===== src/logic/obi_mem_pkg.sv =====
/*
 * OBI memory subsystem shared definitions
 * Bus widths plus the request, response and monitor status records
 */

package obi_mem_pkg;

  // ------------------------------------------------
  // Bus widths
  // ------------------------------------------------

  // Only the 32-bit OBI data port is supported
  localparam int ADDR_WIDTH = 32;
  localparam int DATA_WIDTH = 32;
  localparam int BE_WIDTH   = DATA_WIDTH / 8;

  // ------------------------------------------------
  // Address phase payload
  // ------------------------------------------------

  // Everything that must stay stable from req until gnt
  typedef struct packed {
    logic [ADDR_WIDTH-1:0] addr;
    logic                  we;
    logic [BE_WIDTH-1:0]   be;
    logic [DATA_WIDTH-1:0] wdata;
  } obi_req_t;

  // ------------------------------------------------
  // Response phase payload
  // ------------------------------------------------

  // Read data is zero for writes and for rejected requests
  typedef struct packed {
    logic [DATA_WIDTH-1:0] rdata;
    logic                  err;
  } obi_rsp_t;

  // ------------------------------------------------
  // Protocol monitor status
  // ------------------------------------------------

  // Sticky rule flags and a saturating count of failing cycles
  typedef struct packed {
    logic        addr_unstable;
    logic        req_dropped;
    logic        be_zero;
    logic        be_noncontig;
    logic        be_misaligned;
    logic [15:0] violation_count;
  } mon_status_t;

endpackage


===== src/logic/obi_response_fifo.sv =====
/*
 * OBI response FIFO
 * In-order response queue with rvalid/rready output and a free slot count
 */

`timescale 1ns/10ps

module obi_response_fifo #(
  parameter int FIFO_DEPTH = 4
) (
  input  logic                  clk,
  input  logic                  reset,
  input  logic                  push,
  input  obi_mem_pkg::obi_rsp_t push_rsp,
  input  logic                  rready,
  input  logic                  grant_pending,
  output logic                  rvalid,
  output obi_mem_pkg::obi_rsp_t rsp_payload,
  output logic [2:0]            fifo_free
);

  import obi_mem_pkg::*;

  localparam int PTR_W = (FIFO_DEPTH > 1) ? $clog2(FIFO_DEPTH) : 1;
  localparam int CNT_W = $clog2(FIFO_DEPTH + 1);

  localparam logic [PTR_W-1:0] PTR_LAST = PTR_W'(FIFO_DEPTH - 1);
  localparam logic [CNT_W-1:0] CNT_FULL = CNT_W'(FIFO_DEPTH);

  obi_rsp_t         entries [FIFO_DEPTH];
  logic [PTR_W-1:0] wr_ptr;
  logic [PTR_W-1:0] rd_ptr;
  logic [CNT_W-1:0] count;
  logic             in_flight;
  logic             pop;

  // ------------------------------------------------
  // Pointers and occupancy
  // ------------------------------------------------

  // A response leaves when the requester accepts it
  assign pop = rvalid & rready;

  always_ff @(posedge clk) begin
    if (reset) begin
      wr_ptr    <= '0;
      rd_ptr    <= '0;
      count     <= '0;
      in_flight <= 1'b0;
    end else begin
      // Last cycle's grant turns into a push this cycle
      in_flight <= grant_pending;
      if (push) begin
        wr_ptr <= (wr_ptr == PTR_LAST) ? '0 : wr_ptr + 1'b1;
      end
      if (pop) begin
        rd_ptr <= (rd_ptr == PTR_LAST) ? '0 : rd_ptr + 1'b1;
      end
      case ({push, pop})
        2'b10:   count <= count + 1'b1;
        2'b01:   count <= count - 1'b1;
        default: count <= count;
      endcase
    end
  end

  // ------------------------------------------------
  // Storage
  // ------------------------------------------------

  always_ff @(posedge clk) begin
    if (push) begin
      entries[wr_ptr] <= push_rsp;
    end
  end

  // Head entry is shown until it is taken
  assign rvalid      = (count != '0);
  assign rsp_payload = entries[rd_ptr];

  // ------------------------------------------------
  // Space report
  // ------------------------------------------------

  // The slot promised to the grant still on its way is already spoken for
  // A pop in this cycle is not credited, which keeps gnt independent of rready
  assign fifo_free = 3'(CNT_FULL - count - CNT_W'(in_flight));

endmodule


===== config.mk =====
export PLATFORM = sky130hd
export DESIGN_NAME = obi_response_fifo
export DESIGN_NICKNAME = d
export VERILOG_FILES = /design/src/logic/obi_mem_pkg.sv /design/src/logic/obi_response_fifo.sv
export SDC_FILE = /design/constraint.sdc
export NUM_CORES = 1
export LEC_CHECK = 0
export BUFFER_PORTS_ARGS = -buffer_cell sky130_fd_sc_hd__clkbuf_2
export CORE_ASPECT_RATIO = 0.9
export CORE_MARGIN = 5
export CORE_UTILIZATION = 50
export CTS_BUF_LIST = sky130_fd_sc_hd__clkbuf_4 sky130_fd_sc_hd__clkbuf_8
export DETAILED_ROUTE_END_ITERATION = 6
export GPL_TIMING_DRIVEN = 0
export PLACE_DENSITY = 0.79
export SKIP_CTS_REPAIR_TIMING = 1
export SLEW_MARGIN = 40
export SYNTH_ARGS = -nofsm -noshare
export SYNTH_HDL_FRONTEND = slang
export SYNTH_SLANG_ARGS = --single-unit

===== constraint.sdc =====
create_clock -name clk -period 2.35 [get_ports clk]
set_clock_uncertainty 0.1 [all_clocks]
set_input_delay 0.235 -clock clk [delete_from_list [all_inputs] [get_ports clk]]
set_output_delay 0.235 -clock clk [all_outputs]
set_load 0.02 [all_outputs]

==> flow_metrics.tcl <==
set metrics [dict create \
    leakage_nw 2.34 \
    ys.flop_type "edfxtp_1" \
    routedWlPerCell_um 18.3 \
    grt_antenna_before_repair 0 \
    finalCritPeriodShare 0.956 \
    yosys.area_share.xor_xnor 0.00493 \
    numCtsBuffers 17 \
    whs_path_depth 2 \
    initial_core_util 0.516 \
    end_kind "primary output" \
    cts_tree "yes" \
    grt_first_pass_wirelength_mm 14.0 \
    finalCriticalPeriod_ns 2.25 \
    power.density_mw_per_mm2 961 \
    syn_area_per_cell_sq_um 23.4 \
    path_cells "clkbuf_1 > buf_2 > mux4_2 > clkbuf_2" \
    synth_adder_area_share 0.0225 \
    grt_util_all_layers 0.148 \
    timing_hold_violations_final 0 \
    fp.dieW_um 119 \
    rr_worst_depth 8 \
    yosysUniqueCellTypes 22 \
    vias_per_cell 5.21 \
    hpwlAfterDp_mm 5.41 \
    cts-root-buf "clkbuf_8" \
    vias 2583 \
    rows 35 \
    crit_family "buffers and inverters" \
    path_buf_inv 3 \
    critPathMaxFanout 10 \
    wirelength_mm 9.08 \
    htree_levels 4 \
    yosysSeqAreaShare 0.781 \
    fp.dieH_um 108 \
    synth_top_family_by_area "multiplexers" \
    reg2reg_from "count[0]" \
    worst_path_largest_cell_delay_ns 0.36 \
    muxShareOfSynthArea 0.145 \
    area_growth_syn_to_layout_pct 24.1 \
    fin_nets 401 \
    min_path_type "primary input to flip-flop" \
    overflow 0 \
    synth.most_common_cell "edfxtp_1" \
    slew_headroom 0.654 \
    clkTransAtPathRegs_ns 0.08 \
    setup_tns_ns 0 \
    final_cells 496 \
    drtIter0Drc 95 \
    status "finished, final reports clean" \
    cts.sinks 142 \
    drive_above_1_share 0.392 \
    grt_pass1_vias 2700 \
    rsz0062_at_grt "true" \
    synth-compound-area-share 0.00704 \
    regToRegSetupSlack_ns 0.31 \
    syn_inst 228 \
    min_to "wr_ptr[0]" \
    synth.largest_area_cell "edfxtp_1" \
    cap_violations 0 \
    synth.cell_area_sq_mm 0.00533 \
    clockBufferDepth 2 \
    synth_top_area_frac 0.744 \
    required_ns 2.02 \
    gp_congestion 0.707 \
    coreArea_sq_mm 0.0103 \
    yosysWarnings 0 \
    worstSetupStartpointType "flip-flop" \
    slew_violations 0 \
    ios 75 \
    grt_max_degree 34 \
    crit_type "flip-flop to primary output" \
    antennaDiodeCount 0 \
    hp-start "reset" \
    clkLatencyLatePin_ns 0.42 \
    synth-edff-count 132 \
    timing.rr.end "count[2]" \
    crit_path_top_delay_cell "mux4_2" \
    synth_seq_cells 142 \
    portBuffers 73 \
    die-area_sq_mm 0.0128 \
    setup_viol 0 \
    first_pass_iters 5 \
    ir_drop_mv 0.872 \
    remaining_drc_errors 0 \
    synthesis.nets 275 \
    synthSimpleGateAreaFrac 0.0157 \
    synth_common_cells "edfxtp_1, mux4_2, dfxtp_1" \
    ant_nets 0 \
    fmaxAchievable_ghz 0.445 \
    crit_arrival_ns 1.91 \
    async_reset_ff_frac 0 \
    worst-slew-pin-transition_ns 0.519 \
    ys_top_cells_by_area "edfxtp_1, mux4_2, dfxtp_1" \
    placed_cells 430 \
]
## final cells by class
cell class | instances | area, sq um
sequential | 142 | 4160
fill | 692 | 3720
multi-input combinational | 69 | 1050
timing repair buffer | 107 | 706
clock buffer | 17 | 234
clock inverter | 15 | 169
tap | 129 | 161
buffer | 9 | 96.3
inverter | 8 | 30.0
## cell usage in the layout, fill, tap and decap left out, types with 3 or more instances in the layout
cell / n
bufinv_16: 3
buf_12: 3
dfxtp_1: 10
dlygate4sd3_1: 34
clkbuf_2: 73
nor2_1: 6
clkinvlp_4: 3
or3_1: 3
and2_4: 4
inv_1: 8
a21oi_1: 4
clkinv_1: 3
edfxtp_1: 132
clkbuf_8: 17
mux4_1: 3
mux4_2: 30
ha_1: 8
xor2_1: 3
## power by group
group | switching [mW] | internal [mW]
Clock | 0.899 | 1.04
Sequential | 0.0586 | 2.90
Combinational | 0.791 | 0.665
Total | 1.75 | 4.61
## metrics by stage
step	hold WS, ns	utilization	setup slack (ns)	cell area [sq um]	power, mW
after CTS	-0.112	0.607	0.0439	6270	6.38
after detailed placement	0.352	0.568	0.303	5870	4.45
final	0.0480	0.640	0.102	6610	6.35
after global placement	0.349	0.567	-0.0877	5860	4.41
after floorplan	0.234	-	0.493	5330	4.03
after global routing	0.0657	0.640	0.0164	6610	6.65
## cells by family after synthesis
logic type               after synthesis
AO/OA/AOI/OAI                          6
XOR/XNOR                               3
adder cells (fa/ha/maj)                9
buffers and inverters                 17
flip-flops                           142
multiplexers                          35
AND/OR/NAND/NOR                       16
## sequential cells by signal (all words and copies together), names as in the netlist, named ones only
name       cells
count          3
rd_ptr         2
wr_ptr         2
entries      132
in_flight      1
## how the worst max path moves through the flow
stage               slack (ns)  cells past startpoint              end      start
floorplan                 0.49                      2    entries[3][0]  wr_ptr[0]
global placement         -0.09                      2   entries[3][19]  wr_ptr[0]
detailed placement        0.30                      8         count[2]   count[0]
CTS                       0.04                      4  rsp_payload[24]  flip-flop
global route              0.02                      4  rsp_payload[24]  flip-flop
finish                    0.10                      4  rsp_payload[15]  flip-flop
## routing by layer
metal  vias up  GRT usage  routed length (um)
met5         -          0                   0
met4         0     0.0720                 116
met3        12     0.0445                 482
met2        73      0.252                4830
met1      1306      0.175                3650
li1       1192          -                   -
No activity file was read; power rests on OpenSTA's default activity.
