**config.mk**
```make
export PLATFORM = sky130hd
export DESIGN_NAME = obi_protocol_monitor
export DESIGN_NICKNAME = d
export VERILOG_FILES = /design/src/logic/obi_mem_pkg.sv /design/src/logic/obi_protocol_monitor.sv
export SDC_FILE = /design/constraint.sdc
export NUM_CORES = 1
export LEC_CHECK = 0
export BUFFER_PORTS_ARGS = -buffer_cell sky130_fd_sc_hd__buf_2
export CAP_MARGIN = 20
export CORE_ASPECT_RATIO = 1.4
export CORE_MARGIN = 4
export CORE_UTILIZATION = 37
export DETAILED_ROUTE_END_ITERATION = 10
export GPL_TIMING_DRIVEN = 1
export PLACE_DENSITY = 0.66
export SLEW_MARGIN = 20
export SYNTH_ARGS = -nofsm -noshare
export SYNTH_HDL_FRONTEND = slang
export SYNTH_SLANG_ARGS = --single-unit
export TNS_END_PERCENT = 10
```
**constraint.sdc**
```tcl
create_clock -name clk -period 2.15 [get_ports clk]
set_clock_uncertainty 0.2 [all_clocks]
set_input_delay 0.215 -clock clk [delete_from_list [all_inputs] [get_ports clk]]
set_output_delay 0.215 -clock clk [all_outputs]
set_load 0.005 [all_outputs]
```
**src/logic/obi_mem_pkg.sv**
```systemverilog
/*
 * OBI memory subsystem shared definitions
 * Bus widths plus the request, response and monitor status records
 */

package obi_mem_pkg;

  // ------------------------------------------------
  // Bus widths
  // ------------------------------------------------

  // Only the 32-bit OBI data port is supported
  localparam int ADDR_WIDTH = 32;
  localparam int DATA_WIDTH = 32;
  localparam int BE_WIDTH   = DATA_WIDTH / 8;

  // ------------------------------------------------
  // Address phase payload
  // ------------------------------------------------

  // Everything that must stay stable from req until gnt
  typedef struct packed {
    logic [ADDR_WIDTH-1:0] addr;
    logic                  we;
    logic [BE_WIDTH-1:0]   be;
    logic [DATA_WIDTH-1:0] wdata;
  } obi_req_t;

  // ------------------------------------------------
  // Response phase payload
  // ------------------------------------------------

  // Read data is zero for writes and for rejected requests
  typedef struct packed {
    logic [DATA_WIDTH-1:0] rdata;
    logic                  err;
  } obi_rsp_t;

  // ------------------------------------------------
  // Protocol monitor status
  // ------------------------------------------------

  // Sticky rule flags and a saturating count of failing cycles
  typedef struct packed {
    logic        addr_unstable;
    logic        req_dropped;
    logic        be_zero;
    logic        be_noncontig;
    logic        be_misaligned;
    logic [15:0] violation_count;
  } mon_status_t;

endpackage

```
**src/logic/obi_protocol_monitor.sv**
```systemverilog
/*
 * OBI protocol monitor
 * Checks the address phase rules, keeps sticky flags and a violation count,
 * and marks requests that must be answered with an error
 */

`timescale 1ns/10ps

module obi_protocol_monitor #(
  parameter int MEM_WORDS = 256
) (
  input  logic                     clk,
  input  logic                     reset,
  input  logic                     req,
  input  obi_mem_pkg::obi_req_t    req_payload,
  input  logic                     gnt,
  input  logic                     status_clear,
  output logic                     req_illegal,
  output logic                     payload_changed,
  output obi_mem_pkg::mon_status_t status
);

  import obi_mem_pkg::*;

  // Returns one for the ten byte enable patterns with a single run of ones
  function automatic logic be_is_contiguous(input logic [BE_WIDTH-1:0] be);
    logic ok;
    case (be)
      4'b0001, 4'b0010, 4'b0100, 4'b1000: ok = 1'b1;
      4'b0011, 4'b0110, 4'b1100:          ok = 1'b1;
      4'b0111, 4'b1110:                   ok = 1'b1;
      4'b1111:                            ok = 1'b1;
      default:                            ok = 1'b0;
    endcase
    return ok;
  endfunction

  // Byte offset implied by the lowest set enable
  function automatic logic [1:0] lowest_be_offset(input logic [BE_WIDTH-1:0] be);
    logic [1:0] offset;
    casez (be)
      4'b???1: offset = 2'd0;
      4'b??10: offset = 2'd1;
      4'b?100: offset = 2'd2;
      4'b1000: offset = 2'd3;
      default: offset = 2'd0;
    endcase
    return offset;
  endfunction

  // Byte size of the memory, used for the range check
  localparam logic [ADDR_WIDTH-1:0] MEM_BYTES = ADDR_WIDTH'(MEM_WORDS * 4);

  // ------------------------------------------------
  // Previous cycle of the address phase
  // ------------------------------------------------

  logic        prev_req;
  logic        prev_gnt;
  obi_req_t    prev_payload;
  logic        waiting;
  logic        req_dropped_now;
  logic        be_zero_now;
  logic        be_noncontig_now;
  logic        be_misaligned_now;
  logic        out_of_range;
  logic        any_fail;
  mon_status_t status_q;

  always_ff @(posedge clk) begin
    if (reset) begin
      prev_req <= 1'b0;
      prev_gnt <= 1'b0;
    end else begin
      prev_req <= req;
      prev_gnt <= gnt;
    end
  end

  // The payload copy only matters while prev_req is set
  always_ff @(posedge clk) begin
    prev_payload <= req_payload;
  end

  // A request was open last cycle and was not granted
  assign waiting = prev_req & ~prev_gnt;

  // Stability rules, checked against the registered copy
  assign payload_changed = waiting & req & (req_payload != prev_payload);
  assign req_dropped_now = waiting & ~req;

  // ------------------------------------------------
  // Byte enable decode
  // ------------------------------------------------

  assign be_zero_now      = req & (req_payload.be == '0);
  assign be_noncontig_now = req & (req_payload.be != '0) & ~be_is_contiguous(req_payload.be);

  // Misalignment is judged from the lowest enable, as for any nonzero be
  assign be_misaligned_now = req & (req_payload.be != '0) &
                             (req_payload.addr[1:0] != lowest_be_offset(req_payload.be));

  assign out_of_range = req_payload.addr >= MEM_BYTES;

  // Any request the memory must refuse, looked at by the write strobe and the response
  assign req_illegal = (req_payload.be == '0) | ~be_is_contiguous(req_payload.be) |
                       (req_payload.addr[1:0] != lowest_be_offset(req_payload.be)) |
                       out_of_range;

  assign any_fail = payload_changed | req_dropped_now | be_zero_now |
                    be_noncontig_now | be_misaligned_now;

  // ------------------------------------------------
  // Sticky status
  // ------------------------------------------------

  // Flags land one cycle after the breach, a clear request wins over a new breach
  always_ff @(posedge clk) begin
    if (reset || status_clear) begin
      status_q <= '0;
    end else begin
      status_q.addr_unstable <= status_q.addr_unstable | payload_changed;
      status_q.req_dropped   <= status_q.req_dropped | req_dropped_now;
      status_q.be_zero       <= status_q.be_zero | be_zero_now;
      status_q.be_noncontig  <= status_q.be_noncontig | be_noncontig_now;
      status_q.be_misaligned <= status_q.be_misaligned | be_misaligned_now;
      // Count failing cycles and hold at the top value
      if (any_fail && (status_q.violation_count != '1)) begin
        status_q.violation_count <= status_q.violation_count + 16'd1;
      end
    end
  end

  assign status = status_q;

endmodule

```
==> results of run 1 <==
-- worst paths after layout --
kind / endpoint / cells past startpoint / from
worst min-delay path: prev_req / 3 / req
worst min register to register: status[20] / 2 / status[20]
worst max-delay path: status[14] / 10 / prev_payload[38]
worst max register to register: status[14] / 10 / prev_payload[38]
-- where the power goes --
| group | total [mW] | internal (mW) | switching (mW) | leakage (nW) |
|---|---|---|---|---|
| Sequential | 1.82 | 1.78 | 0.0342 | 0.769 |
| Clock | 1.63 | 0.997 | 0.631 | 0.156 |
| Combinational | 0.449 | 0.260 | 0.189 | 1.43 |
| Total | 3.89 | 3.04 | 0.855 | 2.36 |
-- cells in the mapped netlist, types with 2 or more instances --
master and instances:
nand2_1 8, nor4_1 22, buf_6 2, or2b_1 2
a31oi_1 2, clkbuf_1 4, or4_1 2, nor2b_1 2
nor3b_1 2, dfxtp_1 92, nor2_1 22, xnor2_1 5
nor3_1 2, o21ai_1 2, or3_1 4, xor2_1 72
a21oi_1 5, nand4_1 8, and3_1 7, o21ai_0 3
and2_1 3, nand3_1 8, o21a_1 3, inv_1 2
-- stage by stage --
| stage | instance area (um2) | utilization, % | total power [mW] |
|---|---|---|---|
| 2_1_floorplan | 3370 | - | 2.00 |
| 3_3_place_gp | 4230 | 48.6 | 2.17 |
| 3_5_place_dp | 4230 | 48.6 | 2.18 |
| 4_1_cts | 5320 | 61.1 | 3.91 |
| 5_1_grt | 5340 | 61.3 | 4.04 |
| 6_report | 5340 | 61.3 | 3.89 |
-- timing repair --
action                                  4_1_cts  5_1_grt
hold buffers                                 73        0
endpoints found under the setup margin       18       18
pin swaps                                    11        4
endpoints found under the hold margin        73        0
resized for setup                             9        4
-- routing by layer --
metal  wire [um]  part of all wire (%)  vias to the layer above  global-route usage (%)
li1            -                     -                     1493                       -
met1        3760                    42                     1387                    20.5
met2        4650                    52                       79                    31.5
met3         416                   4.6                       16                    2.86
met4         195                   2.2                        0                    8.51
met5           0                     0                        -                       0
-- logic make-up (layout without fill, tap and decap cells) --
family / count (synthesis) / after routing
adders and majority gates: 1 / 1
AOI/OAI and AO/OA: 27 / 27
DFF: 92 / 92
buffers and inverters: 8 / 225
xor gates and xnor gates: 77 / 77
muxes: 1 / 1
and+or+nand+nor: 100 / 100
-- worst min-delay path, cell delays in order --
cell,delay (ps)
buf_2,110
inv_1,110
nor2_1,110
-- layout make-up --
type	count	area, um2	area share, %
well taps	105	131	2.46
repair buffers	207	1500	28.1
inverters	2	7.51	0.141
clock inverters	3	43.8	0.820
clock buffers	13	270	5.06
multi-input cells	206	1540	28.9
flip-flops and latches	92	1840	34.5
-- flip-flops by register name, indices dropped and copies added (netlist names) --
name,flops
status,21
prev_payload,69
prev_req,1
prev_gnt,1
==> impl_metrics.py, run 1 <==
metrics = {
    "route": {
        "first_iter_violations": 74,
        "wl_per_cell_um": 14.4,
        "via_per_inst": 4.74,
        "routed_wl_um": 9020,
        "ant_nets": 0,
        "remaining_drc_errors": 0,
        "vias": 2975,
        "first_pass_iters": 4,
    },
    "timing": {
        "max_freq_ghz": 0.426,
        "tightestPinTransition_ps": 427,
        "fin_ws_ps": -199,
        "fin_crit_sh_pct": 109,
        "period_needed_ps": 2350,
        "setup_viol": 17,
        "slew_viol_final": 0,
        "tns_ps": -2150,
        "hold_viol_final": 0,
        "rsz0062_at_grt": "yes",
        "hold_slack_ps": 48.2,
        "relSlewSlack_pct": 70.8,
    },
    "floorplan": {
        "die_h_um": 121,
        "design.die.area_mm2": 0.0107,
        "initial_utilization_pct": 38.5,
        "core-area_mm2": 0.00871,
        "die_w_um": 88.4,
        "io_pins": 97,
        "rows": 40,
    },
    "grt": {
        "grt_max_degree": 19,
        "grt_pass1_wl_um": 14600,
        "track_usage_pct": 17.9,
        "antenna_found_initial": 0,
        "gr-total-overflow": 0,
        "grt_pass1_vias": 3225,
    },
    "critical_path": {
        "regToRegSetupSlack_ps": -200,
        "required_ps": 2180,
        "path_delay_family": "simple AND/OR/NAND/NOR gates",
        "critPathSlowestCell": "dfxtp_2",
        "cp-end-kind": "register",
        "critical_path_class": "reg -> reg",
        "setup.worst_path.start_class": "register",
        "worst_ep_arrival_time_ps": 2380,
        "cp.buffers_inverters": 3,
        "slowest_delay_ps": 320,
        "cp_cell_sequence": "xor2_1 > nor4_1 > buf_4 > nand4_1 > nor4_2 > buf_4 > nand4bb_1 > buf_6 > o2111a_2 > a41o_1",
        "path_max_fanout": 8,
        "critPathMostFrequentCell": "buf_4",
    },
    "pwr": {
        "powerDensity_mw_per_mm2": 729,
        "p_leak_nw": 2.36,
        "peakVddDrop_mv": 0.576,
    },
    "finish": {
        "mostFrequentLayoutCell": "buf_2",
        "drive_gt1_share_pct": 31.9,
        "antenna_cells": 0,
        "fin_nets": 593,
        "layout_common_cells": "buf_2, dfxtp_1, dlygate4sd3_1",
        "syn_to_final_growth_pct": 59.2,
        "nFillCells": 719,
        "final_cells": 628,
    },
    "synth": {
        "yosys.area_share.xor_xnor_pct": 20.1,
        "async_flop_share_pct": 0,
        "avgSynthCellArea_um2": 11.0,
        "yosys.area_share.simple_pct": 16.9,
        "synth-edff-count": 0,
        "ys_seq_area_share_pct": 54.9,
        "synth_ff_type": "dfxtp_1",
        "synth_fp_nets": 381,
        "synth_adder_area_share_pct": 0.373,
        "synth-seq-cells": 92,
        "synth_compound_area_share_pct": 6.01,
        "netlist_area_mm2": 0.00335,
        "synth_top_cell_area_share_pct": 54.9,
        "synth_area_leaders": "dfxtp_1, xor2_1, nor4_1, nor2_1, nand4_1",
        "ys_types": 46,
        "synth_top_family_by_area": "XOR/XNOR gates",
        "synthCells": 306,
        "synth_warnings": 0,
        "synth_largest_area_cell": "dfxtp_1",
        "synth_mux_area_share_pct": 0.299,
    },
    "cts": {
        "postCtsSetupBuffers": 0,
        "htree_levels": 3,
        "root_buffer": "clkbuf_16",
        "clk_pin_slew_worst_paths_ps": 60,
        "clock_latency_ps": 330,
        "clockBufferDepth": 2,
        "cts_tree": "built",
        "numCtsBuffers": 9,
        "clock-sinks": 92,
    },
    "run": {
        "maxCapViolCount": 0,
    },
    "status": {
        "status": "finished, violations left",
        "failed_checks": "negative setup slack",
    },
    "place": {
        "io_buffers": 96,
        "dp_hpwl_um": 6180,
        "post-place-ws_ps": -375,
        "place_congestion": 0.893,
        "dp_cells": 539,
    },
    "worst_hold_path": {
        "hold_class": "in -> reg",
    },
}
No activity file was read; power rests on OpenSTA's default activity.
==> inputs of run 2 (changes only) <==
Settings changed: BUFFER_PORTS_ARGS -buffer_cell sky130_fd_sc_hd__buf_2 to -buffer_cell sky130_fd_sc_hd__buf_4.
==> run 2 against run 1 <==
The flow still finishes with violations (negative setup slack). Final cell count is 0.80% lower. Combinational power is 6.7% higher. Global-route usage hardly changed.
==> impl_metrics.py, run 2 (same netlist as run 1, synthesis figures left out) <==
metrics = {
    "place": {
        "placed_area_mm2": 0.00443,
        "place_congestion": 0.873,
        "post-place-ws_ps": -406,
        "io_buffers": 96,
        "dp_hpwl_um": 6130,
    },
    "route": {
        "via_per_inst": 4.70,
        "remaining_drc_errors": 0,
        "first_pass_iters": 4,
        "first_iter_violations": 69,
        "routed_wl_um": 9150,
        "wl_per_cell_um": 14.7,
        "ant_nets": 0,
        "vias": 2928,
    },
    "finish": {
        "drive_gt1_share_pct": 30.3,
        "syn_to_final_growth_pct": 64.7,
        "design_area_mm2": 0.00552,
        "max_flop_register": "prev_payload",
        "layout_common_cells": "buf_4, dfxtp_1, dlygate4sd3_1",
        "mostFrequentLayoutCell": "buf_4",
        "fin_nets": 588,
        "utilization_pct": 63.4,
        "nFillCells": 705,
        "largest_reg_flops": 69,
        "antenna_cells": 0,
    },
    "critical_path": {
        "reg2reg_from": "prev_payload[25]",
        "critical_path_class": "reg -> reg",
        "cp-end-kind": "register",
        "rr_endpoint": "status[12]",
        "required_ps": 2160,
        "worst_ep_arrival_time_ps": 2460,
        "reg2reg_depth": 10,
        "regToRegSetupSlack_ps": -290,
        "setup.worst_path.start_class": "register",
        "path_max_fanout": 8,
    },
    "cts": {
        "clockBufferDepth": 2,
        "numCtsBuffers": 9,
        "cts_tree": "built",
        "clock-sinks": 92,
        "postCtsSetupBuffers": 0,
        "clock_latency_ps": 340,
        "htree_levels": 3,
        "clk_pin_slew_worst_paths_ps": 60,
        "root_buffer": "clkbuf_16",
    },
    "timing": {
        "rsz0062_at_grt": "yes",
        "tightestPinTransition_ps": 416,
        "slew_viol_final": 0,
        "hold_slack_ps": 25.1,
        "relSlewSlack_pct": 71.6,
        "fin_ws_ps": -295,
        "setup_viol": 17,
        "max_freq_ghz": 0.409,
        "fin_crit_sh_pct": 114,
        "period_needed_ps": 2440,
        "hold_viol_final": 0,
    },
    "floorplan": {
        "initial_utilization_pct": 38.5,
        "io_pins": 97,
        "rows": 40,
        "die_w_um": 88.4,
        "design.die.area_mm2": 0.0107,
        "core-area_mm2": 0.00871,
        "die_h_um": 121,
    },
    "pwr": {
        "powerDensity_mw_per_mm2": 718,
        "p_leak_nw": 2.40,
        "power_mw": 3.96,
        "peakVddDrop_mv": 0.473,
    },
    "grt": {
        "antenna_found_initial": 0,
        "grt_pass1_vias": 3168,
        "grt_max_degree": 19,
        "gr-total-overflow": 0,
        "grt_pass1_wl_um": 14800,
        "track_usage_pct": 17.9,
    },
    "worst_hold_path": {
        "hp-start": "req",
        "worstHoldEndpoint": "prev_req",
        "whs_path_depth": 3,
        "hold_class": "in -> reg",
    },
    "run": {
        "maxCapViolCount": 0,
    },
    "status": {
        "status": "finished, violations left",
        "failed_checks": "negative setup slack",
    },
}
==> run 2: cell types whose count changed in the layout (fill, tap and decap cells not counted), sizes merged <==
cell    delta
inv        +1
buf        -5
clkinv     +1
bufinv     +1
clkbuf     -3
==> run 2: layout make-up <==
class                      count  area, um2  share of cell area (%)
multi-input combinational    206       1520                    27.5
sequential                    92       1840                    33.4
clock inverter                 6       87.6                    1.59
inverter                       2       7.51                   0.136
timing repair buffer         202       1700                    30.9
clock buffer                  10        229                    4.15
tap                          105        131                    2.38
==> run 2: how the worst max path moves through the flow <==
stage / startpoint / to / depth (start not counted)
after floorplan: req_payload[35] / status[1] / 10
after global placement: req_payload[43] / status[14] / 10
after detailed placement: req_payload[43] / status[1] / 11
after CTS: prev_payload[51] / payload_changed / 7
after global routing: prev_payload[25] / status[12] / 10
final: prev_payload[25] / status[12] / 10
==> run 2: power by group <==
| group | internal [mW] | leakage, nW | total, mW | switching, mW |
|---|---|---|---|---|
| Combinational | 0.296 | 1.47 | 0.479 | 0.183 |
| Clock | 1.02 | 0.157 | 1.67 | 0.650 |
| Sequential | 1.78 | 0.769 | 1.81 | 0.0342 |
| Total | 3.10 | 2.40 | 3.96 | 0.867 |
==> run 2: layer usage <==
| metal | GRT usage (%) | routed length, um |
|---|---|---|
| met1 | 20.1 | 3670 |
| met2 | 31.6 | 4750 |
| met3 | 4.23 | 517 |
| met4 | 7.47 | 216 |
| met5 | 0 | 0 |
==> run 2: worst max-delay path, cell delays in order, from the launching register on <==
cell       delay [ps]
dfxtp_1           300
xor2_1            140
nor4_2            340
buf_4             170
nand4_1           100
nor3_2            320
nand4bb_1         160
buf_6             170
o2111a_2          180
xnor2_2           180
nor2_1             50
==> run 2: what timing repair did <==
| item | CTS | global route |
|---|---|---|
| hold buffers | 73 | 0 |
| resized for setup | 6 | 3 |
| endpoints found under the setup margin | 18 | 17 |
| pin swaps | 12 | 6 |
| hold endpoints to repair | 75 | 0 |
==> run 2: stage by stage <==
stage | cells | TNS (ps)
3_3_place_gp | 534 | -5680
2_1_floorplan | 306 | -7.75
4_1_cts | 623 | -2310
6_report | 623 | -3280
5_1_grt | 623 | -5340
3_5_place_dp | 534 | -5680
==> inputs of run 3 (changes only) <==
Settings changed: CTS_BUF_LIST from default to sky130_fd_sc_hd__clkbuf_16.
==> run 3 against run 2 <==
The run still ends with negative setup slack left. Flip-flop and latch count unchanged. Worst hold slack gained 1.3 ps. Sequential share of layout area did not move. Power fell by 0.18%. Core utilization unchanged. Via count up 0.10%. Global-route usage is essentially flat. Clock-buffer cell count shrank 1. Clock power hardly changed. Final area stayed put. Sequential power about the same. Critical path depth unchanged. Critical path type unchanged. Critical endpoint unchanged.
==> impl_metrics.py, run 3 (same netlist as run 1, synthesis figures left out) <==
metrics = {
    "finish": {
        "largest_reg_flops": 69,
        "fin_nets": 588,
        "antenna_cells": 0,
        "layout_common_cells": "buf_4, dfxtp_1, dlygate4sd3_1",
        "utilization_pct": 63.4,
        "design_area_mm2": 0.00552,
        "drive_gt1_share_pct": 30.3,
        "max_flop_register": "prev_payload",
        "mostFrequentLayoutCell": "buf_4",
        "syn_to_final_growth_pct": 64.7,
    },
    "pwr": {
        "p_int_mw": 3.09,
        "power_mw": 3.96,
        "power_frac_clock_pct": 42.0,
        "p_seq_share_pct": 45.9,
        "powerDensity_mw_per_mm2": 717,
        "switching_power_uw": 864,
        "peakVddDrop_mv": 0.465,
        "netSwitchingFraction_pct": 21.8,
        "combinationalPowerShare_pct": 12.1,
        "p_leak_nw": 2.40,
    },
    "route": {
        "remaining_drc_errors": 0,
        "first_pass_iters": 4,
        "wl_met3_um": 526,
        "routed_wl_um": 9140,
        "ant_nets": 0,
        "met2_length_um": 4740,
        "routed.top_layer": "met4",
        "wl_per_cell_um": 14.7,
        "via_per_inst": 4.70,
        "drt-met1-wl_um": 3660,
        "first_iter_violations": 68,
        "vias": 2931,
    },
    "critical_path": {
        "required_ps": 2160,
        "reg2reg_depth": 10,
        "reg2reg_from": "prev_payload[25]",
        "cp-end-kind": "register",
        "path_delay_family": "simple AND/OR/NAND/NOR gates",
        "cp.buffers_inverters": 2,
        "rr_endpoint": "status[12]",
        "path_max_fanout": 8,
        "critPathSlowestCell": "nor4_2",
        "slowest_delay_ps": 340,
        "setup.worst_path.start_class": "register",
        "critical_path_class": "reg -> reg",
        "regToRegSetupSlack_ps": -290,
        "cp_cell_sequence": "xor2_1 > nor4_2 > buf_4 > nand4_1 > nor3_2 > nand4bb_1 > buf_6 > o2111a_2 > xnor2_2 > nor2_1",
        "worst_ep_arrival_time_ps": 2460,
    },
    "timing": {
        "setup_viol": 17,
        "tns_ps": -3270,
        "tightestPinTransition_ps": 416,
        "fin_ws_ps": -294,
        "rsz0062_at_grt": "yes",
        "relSlewSlack_pct": 71.6,
        "hold_viol_final": 0,
        "slew_viol_final": 0,
        "fin_crit_sh_pct": 114,
        "period_needed_ps": 2440,
        "max_freq_ghz": 0.409,
        "hold_slack_ps": 26.4,
    },
    "status": {
        "failed_checks": "negative setup slack",
        "status": "finished, violations left",
    },
    "worst_hold_path": {
        "hold_class": "in -> reg",
        "hp-start": "req",
        "worstHoldEndpoint": "prev_req",
        "whs_path_depth": 3,
    },
    "floorplan": {
        "die_w_um": 88.4,
        "initial_utilization_pct": 38.5,
        "core-area_mm2": 0.00871,
        "die_h_um": 121,
        "rows": 40,
        "design.die.area_mm2": 0.0107,
        "io_pins": 97,
    },
    "grt": {
        "grt_max_degree": 19,
        "track_usage_pct": 17.9,
        "grt_pass1_vias": 3165,
        "antenna_found_initial": 0,
        "gr-total-overflow": 0,
        "grt_pass1_wl_um": 14800,
    },
    "cts": {
        "htree_levels": 3,
        "root_buffer": "clkbuf_16",
        "clockBufferDepth": 2,
        "clk_pin_slew_worst_paths_ps": 60,
        "clock-sinks": 92,
        "clock_latency_ps": 330,
        "cts_tree": "built",
        "numCtsBuffers": 9,
        "postCtsSetupBuffers": 0,
    },
    "place": {
        "placed_area_mm2": 0.00443,
        "dp_hpwl_um": 6130,
        "io_buffers": 96,
        "place_congestion": 0.873,
    },
    "run": {
        "maxCapViolCount": 0,
    },
}
==> run 3: cell count changes in the layout (fill, tap and decap cells not counted) <==
cell | before | now
clkbuf_1 | 1 | 0
inv_1 | 2 | 3
==> run 3: stage by stage <==
stage,worst slack (ps),std cells
2_1_floorplan,-7.75,306
3_3_place_gp,-395,534
3_5_place_dp,-406,534
4_1_cts,-227,623
5_1_grt,-405,623
6_report,-294,623
==> run 3: how the worst max path moves through the flow <==
stage / from / endpoint / slack (ps) / cells after the start
after global placement: req_payload[43] / status[14] / -390 / 10
after detailed placement: req_payload[43] / status[1] / -410 / 11
after CTS: prev_payload[51] / payload_changed / -230 / 7
final: prev_payload[25] / status[12] / -290 / 10
after floorplan: req_payload[35] / status[1] / -8 / 10
after global routing: prev_payload[25] / status[12] / -410 / 10
==> run 3: power groups by stage <==
stage	sequential [mW]	clock, mW	combinational [mW]
final	1.81	1.66	0.479
after global routing	1.82	1.78	0.522
after CTS	1.81	1.70	0.474
after detailed placement	1.85	0	0.364
after global placement	1.85	0	0.358
after floorplan	1.85	0	0.152
==> run 3: final cells by class <==
type	count	area (um2)
Clock inverter	7	91.3
Fill cell	705	3190
Sequential cell	92	1840
Tap cell	105	131
Clock buffer	9	225
Inverter	2	7.51
Timing Repair Buffer	202	1700
Multi-Input combinational cell	206	1520
==> run 3: routing by layer <==
| metal | up-vias | track usage (%) |
|---|---|---|
| met2 | 81 | 31.6 |
| met1 | 1350 | 20.2 |
| met3 | 17 | 4.23 |
| met4 | 0 | 7.47 |
| li1 | 1483 | - |
| met5 | - | 0 |
==> run 3: worst min-delay path, cell delays in order <==
cell    delay [ps]
buf_4           90
inv_1          100
nor2_1         110
==> run 3: repair_timing <==
item                                   4_1_cts  5_1_grt
pin swaps                                   12        6
endpoints found under the hold margin       75        0
hold buffers                                73        0
setup endpoints to repair                   18       17
resized for setup                            6        3
